--- src/source/cache_config.svh ---
`ifndef CACHE_CONFIG_SVH
`define CACHE_CONFIG_SVH

// cache geometry
`define CACHE_WAYS 4
`define CACHE_SETS 4
`define CACHE_LINE_BITS 128

// address split: tag | index | offset
`define CACHE_TAG_BITS 8
`define CACHE_INDEX_BITS 2
`define CACHE_ADDR_BITS 15
`define CACHE_INDEX_LSB 5
`define CACHE_TAG_LSB 7

`endif
--- src/source/cache_pkg.sv ---
`default_nettype none

`include "cache_config.svh"

package cache_pkg;

    typedef logic [`CACHE_TAG_BITS-1:0] tag_t;
    typedef logic [`CACHE_INDEX_BITS-1:0] index_t;

    // one-hot over the ways, for hits and victim
    typedef logic [`CACHE_WAYS-1:0] way_t;

    typedef logic [`CACHE_LINE_BITS-1:0] line_t;
    typedef logic [`CACHE_LINE_BITS-1:0] mask_t;
    typedef logic [`CACHE_ADDR_BITS-1:0] addr_t;

    // 0 is most recently used
    typedef logic [$clog2(`CACHE_WAYS)-1:0] age_t;

endpackage

`default_nettype wire

--- src/source/cache_stage1.sv ---
`timescale 1ns/10ps
`default_nettype none

`include "cache_config.svh"

module cache_stage1 (
    input  logic                clk,
    input  logic                rst_n,
    input  logic                req_valid,
    input  logic                req_write,
    input  cache_pkg::addr_t    req_addr,
    input  cache_pkg::line_t    req_data,
    input  cache_pkg::mask_t    req_mask,
    input  logic                fill_valid,
    input  cache_pkg::addr_t    fill_addr,
    input  cache_pkg::line_t    fill_line,
    input  logic                mshr_full,
    output logic                resp_valid,
    output logic                hit,
    output logic                miss,
    output logic                stall,
    output cache_pkg::line_t    cache_line,
    output cache_pkg::addr_t    ext_addr,
    output logic                wb_valid,
    output cache_pkg::addr_t    wb_addr
);

    cache_pkg::addr_t sel_addr;
    cache_pkg::index_t index;
    cache_pkg::tag_t tag;

    cache_pkg::way_t hits;
    cache_pkg::way_t victim;
    cache_pkg::tag_t [`CACHE_WAYS-1:0] tags;
    logic [`CACHE_WAYS-1:0] valid;
    logic [`CACHE_WAYS-1:0] dirty;
    cache_pkg::age_t [`CACHE_WAYS-1:0] ages;
    cache_pkg::line_t [`CACHE_WAYS-1:0] lines;
    logic victim_dirty;

    logic req_hit;
    logic req_miss;
    logic write_hit;
    logic touch;
    cache_pkg::way_t touch_way;
    logic data_we;
    cache_pkg::mask_t data_mask;
    cache_pkg::line_t data_in;
    cache_pkg::line_t hit_line;
    cache_pkg::tag_t victim_tag;

    // fill and request never share a cycle
    assign sel_addr = fill_valid ? fill_addr : req_addr;
    assign index = sel_addr[`CACHE_INDEX_LSB +: `CACHE_INDEX_BITS];
    assign tag = sel_addr[`CACHE_TAG_LSB +: `CACHE_TAG_BITS];

    assign req_hit = req_valid && (|hits);
    assign req_miss = req_valid && !(|hits);
    assign write_hit = req_hit && req_write;

    assign touch = req_hit || fill_valid;
    assign touch_way = fill_valid ? victim : hits;
    assign data_we = write_hit || fill_valid;
    assign data_mask = fill_valid ? '1 : req_mask;
    assign data_in = fill_valid ? fill_line : req_data;

    cache_tag_store u_tag_store (
        .clk      (clk),
        .rst_n    (rst_n),
        .index    (index),
        .tag_in   (tag),
        .tag_we   (fill_valid),
        .tag_way  (victim),
        .valid    (valid),
        .hits     (hits),
        .tags_out (tags)
    );

    cache_meta_store u_meta_store (
        .clk       (clk),
        .rst_n     (rst_n),
        .index     (index),
        .touch     (touch),
        .touch_way (touch_way),
        .set_dirty (write_hit),
        .fill      (fill_valid),
        .valid     (valid),
        .dirty     (dirty),
        .ages      (ages)
    );

    cache_way_select u_way_select (
        .valid        (valid),
        .dirty        (dirty),
        .ages         (ages),
        .victim       (victim),
        .victim_dirty (victim_dirty)
    );

    cache_data_store u_data_store (
        .clk       (clk),
        .index     (index),
        .write_way (touch_way),
        .write_en  (data_we),
        .mask      (data_mask),
        .data_in   (data_in),
        .lines_out (lines)
    );

    // one-hot muxes, hit_line stays zero on a miss
    always_comb begin
        hit_line = '0;
        victim_tag = '0;
        for (int w = 0; w < `CACHE_WAYS; w++) begin
            if (hits[w]) begin
                hit_line = hit_line | lines[w];
            end
            if (victim[w]) begin
                victim_tag = victim_tag | tags[w];
            end
        end
    end

    always_ff @(posedge clk) begin
        if (!rst_n) begin
            resp_valid <= 1'b0;
            hit <= 1'b0;
            miss <= 1'b0;
            stall <= 1'b0;
            wb_valid <= 1'b0;
        end else begin
            resp_valid <= req_valid;
            hit <= req_hit;
            miss <= req_miss;
            stall <= req_miss && mshr_full;
            wb_valid <= fill_valid && victim_dirty;
        end
    end

    // line read here is the one before this edge's write
    always_ff @(posedge clk) begin
        if (req_valid) begin
            cache_line <= hit_line;
            ext_addr <= {tag, index, {`CACHE_INDEX_LSB{1'b0}}};
        end
        if (fill_valid) begin
            wb_addr <= {victim_tag, index, {`CACHE_INDEX_LSB{1'b0}}};
        end
    end

endmodule

`default_nettype wire

--- src/source/cache_data_store.sv ---
`timescale 1ns/10ps
`default_nettype none

`include "cache_config.svh"

module cache_data_store (
    input  logic                                clk,
    input  cache_pkg::index_t                   index,
    input  cache_pkg::way_t                     write_way,
    input  logic                                write_en,
    input  cache_pkg::mask_t                    mask,
    input  cache_pkg::line_t                    data_in,
    output cache_pkg::line_t [`CACHE_WAYS-1:0]  lines_out
);

    cache_pkg::line_t lines [`CACHE_SETS][`CACHE_WAYS];

    // bitwise merge, a fill comes in with every mask bit set
    always_ff @(posedge clk) begin
        if (write_en) begin
            for (int w = 0; w < `CACHE_WAYS; w++) begin
                if (write_way[w]) begin
                    lines[index][w] <= (lines[index][w] & ~mask) | (data_in & mask);
                end
            end
        end
    end

    // all ways of the set, the top level picks one
    always_comb begin
        for (int w = 0; w < `CACHE_WAYS; w++) begin
            lines_out[w] = lines[index][w];
        end
    end

endmodule

`default_nettype wire

--- src/source/cache_way_select.sv ---
`timescale 1ns/10ps
`default_nettype none

`include "cache_config.svh"

module cache_way_select (
    input  logic [`CACHE_WAYS-1:0]              valid,
    input  logic [`CACHE_WAYS-1:0]              dirty,
    input  cache_pkg::age_t [`CACHE_WAYS-1:0]   ages,
    output cache_pkg::way_t                     victim,
    output logic                                victim_dirty
);

    logic found;

    always_comb begin
        victim = '0;
        found = 1'b0;
        // first choice is the lowest invalid way
        for (int w = 0; w < `CACHE_WAYS; w++) begin
            if (!found && !valid[w]) begin
                victim[w] = 1'b1;
                found = 1'b1;
            end
        end
        // full set: the least recently used way
        for (int w = 0; w < `CACHE_WAYS; w++) begin
            if (!found && (ages[w] == '1)) begin
                victim[w] = 1'b1;
                found = 1'b1;
            end
        end
        victim_dirty = |(victim & valid & dirty);
    end

endmodule

`default_nettype wire

--- src/source/cache_meta_store.sv ---
`timescale 1ns/10ps
`default_nettype none

`include "cache_config.svh"

module cache_meta_store (
    input  logic                                clk,
    input  logic                                rst_n,
    input  cache_pkg::index_t                   index,
    input  logic                                touch,
    input  cache_pkg::way_t                     touch_way,
    input  logic                                set_dirty,
    input  logic                                fill,
    output logic [`CACHE_WAYS-1:0]              valid,
    output logic [`CACHE_WAYS-1:0]              dirty,
    output cache_pkg::age_t [`CACHE_WAYS-1:0]   ages
);

    logic [`CACHE_WAYS-1:0] valid_q [`CACHE_SETS];
    logic [`CACHE_WAYS-1:0] dirty_q [`CACHE_SETS];
    cache_pkg::age_t [`CACHE_WAYS-1:0] age_q [`CACHE_SETS];

    cache_pkg::age_t touch_age;

    // an invalid way being filled counts as oldest, so every valid way ages
    // and a set filled from empty ends up with ages 0..3
    always_comb begin
        touch_age = '1;
        for (int w = 0; w < `CACHE_WAYS; w++) begin
            if (touch_way[w] && valid_q[index][w]) begin
                touch_age = age_q[index][w];
            end
        end
    end

    always_ff @(posedge clk) begin
        if (!rst_n) begin
            for (int s = 0; s < `CACHE_SETS; s++) begin
                valid_q[s] <= '0;
                dirty_q[s] <= '0;
                age_q[s] <= '0;
            end
        end else begin
            for (int w = 0; w < `CACHE_WAYS; w++) begin
                if (touch) begin
                    if (touch_way[w]) begin
                        age_q[index][w] <= '0;
                    end else if (valid_q[index][w] && (age_q[index][w] < touch_age)) begin
                        age_q[index][w] <= age_q[index][w] + 1'b1;
                    end
                end
                if (touch_way[w]) begin
                    if (fill) begin
                        valid_q[index][w] <= 1'b1;
                        dirty_q[index][w] <= 1'b0;
                    end else if (set_dirty) begin
                        dirty_q[index][w] <= 1'b1;
                    end
                end
            end
        end
    end

    assign valid = valid_q[index];
    assign dirty = dirty_q[index];
    assign ages = age_q[index];

endmodule

`default_nettype wire

--- src/source/cache_tag_store.sv ---
`timescale 1ns/10ps
`default_nettype none

`include "cache_config.svh"

module cache_tag_store (
    input  logic                                clk,
    input  logic                                rst_n,
    input  cache_pkg::index_t                   index,
    input  cache_pkg::tag_t                     tag_in,
    input  logic                                tag_we,
    input  cache_pkg::way_t                     tag_way,
    input  logic [`CACHE_WAYS-1:0]              valid,
    output cache_pkg::way_t                     hits,
    output cache_pkg::tag_t [`CACHE_WAYS-1:0]   tags_out
);

    cache_pkg::tag_t tags [`CACHE_SETS][`CACHE_WAYS];

    always_ff @(posedge clk) begin
        if (!rst_n) begin
            for (int s = 0; s < `CACHE_SETS; s++) begin
                for (int w = 0; w < `CACHE_WAYS; w++) begin
                    tags[s][w] <= '0;
                end
            end
        end else if (tag_we) begin
            for (int w = 0; w < `CACHE_WAYS; w++) begin
                if (tag_way[w]) begin
                    tags[index][w] <= tag_in;
                end
            end
        end
    end

    // parallel compare, only valid ways can hit
    always_comb begin
        for (int w = 0; w < `CACHE_WAYS; w++) begin
            tags_out[w] = tags[index][w];
            hits[w] = valid[w] && (tags[index][w] == tag_in);
        end
    end

endmodule

`default_nettype wire

--- config.mk ---
export PLATFORM = sky130hd
export DESIGN_NAME = cache_stage1
export DESIGN_NICKNAME = d
export VERILOG_FILES = /design/src/source/cache_pkg.sv /design/src/source/cache_stage1.sv /design/src/source/cache_data_store.sv /design/src/source/cache_way_select.sv /design/src/source/cache_meta_store.sv /design/src/source/cache_tag_store.sv
export VERILOG_INCLUDE_DIRS = /design/src /design/src/source
export SDC_FILE = /design/constraint.sdc
export NUM_CORES = 2
export LEC_CHECK = 0
export ABC_AREA = 1
export BUFFER_PORTS_ARGS = -buffer_cell sky130_fd_sc_hd__buf_2
export CAP_MARGIN = 30
export CORE_MARGIN = 8
export CORE_UTILIZATION = 25
export CTS_CLUSTER_SIZE = 30
export DETAILED_ROUTE_END_ITERATION = 7
export MAX_ROUTING_LAYER = met4
export PLACE_DENSITY = 0.5
export SETUP_SLACK_MARGIN = 0.5
export SYNTH_ARGS = -nofsm -noshare
export SYNTH_HDL_FRONTEND = slang
export SYNTH_SLANG_ARGS = --single-unit
--- constraint.sdc ---
create_clock -name clk -period 14.1 [get_ports clk]
set_clock_uncertainty 0.2 [all_clocks]
set_input_delay 2.82 -clock clk [delete_from_list [all_inputs] [get_ports clk]]
set_output_delay 2.82 -clock clk [all_outputs]
set_load 0.02 [all_outputs]
==> flow_summary.yaml <==
floorplanning:
  initial_core_util_pct: 25.1
  die_area_um2: 399000
  die_height_um: 632
  core-area_um2: 378000
  ios: 583
  die_w_um: 632
  placementRows: 226
yosys:
  syn_inst: 6564
  synth-edff-count: 2388
  synth_top_area_share_pct: 75.6
  synth_top_cell_by_area: "edfxtp_1"
  synth_warnings: 0
  yosys_register_bits: 2393
  synth_flop_cell: "edfxtp_1"
  syn_area_um2: 94800
  avgSynthCellArea_um2: 14.4
  async_reset_ff_share_pct: 0
  yosysSeqAreaShare_pct: 75.7
  synth_cell_type_count: 42
  synthTopCellsByArea: "edfxtp_1, a221oi_1, a22o_1, o21ai_0, nand2_1"
clocking:
  cts_post_setup_buffers_inserted: 0
  ctsResizeCount: 0
  holdBufCountCts: 0
  cts_tree: "yes"
  clock-root-buffer: "clkbuf_16"
  h-tree-depth: 5
  clk_path_buf_depth: 4
  clk_pin_slew_ns: 0.06
  cts_num_sinks: 2393
  worstSkewPairLatency_ns: 0.88
  numCtsBuffers: 277
finish:
  mostFrequentLayoutCells: "edfxtp_1, nand2_1, o21ai_0, buf_2, nor2_1"
  mostFrequentLayoutCell: "edfxtp_1"
  nets: 7593
  final_util_pct: 29.8
  drive_gt1_share_pct: 17.6
  area.growth.synth_to_final_pct: 18.8
timing:
  fin_setup_tns_ns: 0
  fin_crit_ns: 9.61
  fin_crit_sh_pct: 68.1
  finalHoldViolCount: 0
  slew_headroom_pct: 24.1
  setup_violations: 0
  rsz0062_at_grt: "false"
  tightestPinTransition_ns: 1.13
  slew_viol_final: 0
  fmax_mhz: 104
setup_path:
  r2r_start: "u_meta_store.valid_q[3][1]$_DFFE_PP_"
  cp-start-kind: "primary input"
  path_class: "in2reg"
  r2r-end: "u_data_store.lines[1][478]$_DFFE_PP_"
  r2r_slack_ns: 8.83
  crit_fanout: 85
  crit_start: "fill_valid"
  arrival_ns: 9.98
  required_ns: 14.47
  endpoint: "cache_line[67]$_DFFE_PP_"
  crit_path_end_kind: "register"
  rr_worst_depth: 16
grt:
  grt_pass1_vias: 61800
  track_usage_pct: 15.0
  grt_pass1_wl_um: 432000
  grt_overflow: 0
  grt_max_degree: 139
  antenna_found_initial: 17
detailed_routing:
  vias_per_cell: 4.91
  initialDrtViolationCount: 5602
  antenna_left: 0
  totalWireLength_um: 305000
  drt_pre_antenna_iters: 6
  drcViolationCount: 0
  wl_per_cell_um: 24.6
  vias: 60800
power:
  total_power_mw: 16.4
  ir_worst_vdd_mv: 0.0889
  p_per_area_nw_per_um2: 146
  power.leakage_nw: 37.6
placement:
  gp_congestion: 0.818
  dpl.hpwl_um: 171000
  portBuffers: 562
run:
  drv_cap: 0
hold_path:
  hp-class: "reg2reg"
  hold_path_startpoint: "u_data_store.lines[1][95]$_DFFE_PP_"
status:
  status: "finished clean"
-- worst max-delay path, cell delays in order --
cell and delay (ns):
buf_6 0.27, buf_4 0.70, nand2_4 0.27, nand2_4 0.66, nand2_4 0.47, inv_8 0.61
buf_4 0.74, buf_4 0.63, buf_4 0.80, buf_4 0.89, a22o_1 0.25, a221oi_1 0.06
o21ai_0 0.59
-- per-stage QoR --
step	area [um^2]	worst slack, ns	std cells	hold WS (ns)
after floorplan	94800	2.44	6573	0.392
after global placement	104000	3.43	11900	0.426
after detailed placement	104000	3.57	11900	0.428
after CTS	113000	4.52	12400	0.434
after global routing	113000	3.99	12400	0.466
final	113000	4.49	12400	0.440
-- layer usage --
layer | part of all wire, % | vias up | GRT usage (%) | wire length [um]
met2 | 47 | 2272 | 24.2 | 144000
met1 | 43 | 31200 | 19.6 | 133000
met4 | 2.5 | 0 | 3.67 | 7660
met5 | 0 | - | - | 0
li1 | - | 26900 | - | -
met3 | 6.7 | 425 | 2.48 | 20500
-- sequential cells by signal, indices dropped and copies added (netlist names) --
signal and flops:
cache_line 128, miss 1, hit 1, u_tag_store.tags 128
ext_addr 10, u_meta_store.age_q 32, stall 1, wb_valid 1
u_meta_store.valid_q 16, resp_valid 1, wb_addr 10, u_data_store.lines 2048
u_meta_store.dirty_q 16
-- synthesized netlist by cell type (6+ instances only) --
cell type  number
a21oi_1        11
a221oi_1      512
a22o_1        457
a22oi_1        11
a31oi_1         8
buf_1          26
buf_2          15
buf_4          17
buf_6          10
clkbuf_1      323
clkinv_1       15
edfxtp_1     2388
ha_1            8
inv_1         167
nand2_1       799
nand2_2        16
nand3_1        82
nand3_2        14
nand3b_1        6
nand4_1        14
nor2_1        533
nor2_2          6
o21ai_0       786
o21ai_1        10
o21ai_2         6
o221ai_1       16
o22ai_1       142
or2_2         131
-- worst min-delay path by stage --
stage | endpoint | cells past startpoint
4_1_cts | cache_line[10]$_DFFE_PP_ | 2
2_1_floorplan | cache_line[127]$_DFFE_PP_ | 2
6_report | cache_line[95]$_DFFE_PP_ | 2
5_1_grt | cache_line[16]$_DFFE_PP_ | 2
3_5_place_dp | cache_line[95]$_DFFE_PP_ | 2
3_3_place_gp | cache_line[35]$_DFFE_PP_ | 2
-- cell type report --
type	count	area (um^2)
well taps	5016	6280
inverters	187	724
repair buffers	704	4250
diodes	6	15.0
flip-flops and latches	2393	71800
clock inverters	146	1360
multi-input cells	3602	20900
fillers	37800	266000
clock buffers	335	7350
-- logic make-up after synthesis --
logic type	share of synthesized area, %
and+or+nand+nor	7.18
xor gates and xnor gates	0.00924
other	0.00396
adders and majority gates	0.106
AOI/OAI and AO/OA	14.5
buffers and inverters	2.45
DFF	75.7
-- power breakdown --
group / internal [mW] / switching (mW) / leakage (nW) / total, mW
Clock: 4.04 / 2.89 / 4.25 / 6.93
Combinational: 0.371 / 0.972 / 11.4 / 1.34
Sequential: 8.09 / 0.0420 / 22.0 / 8.14
(Power assumes the default switching activity.)
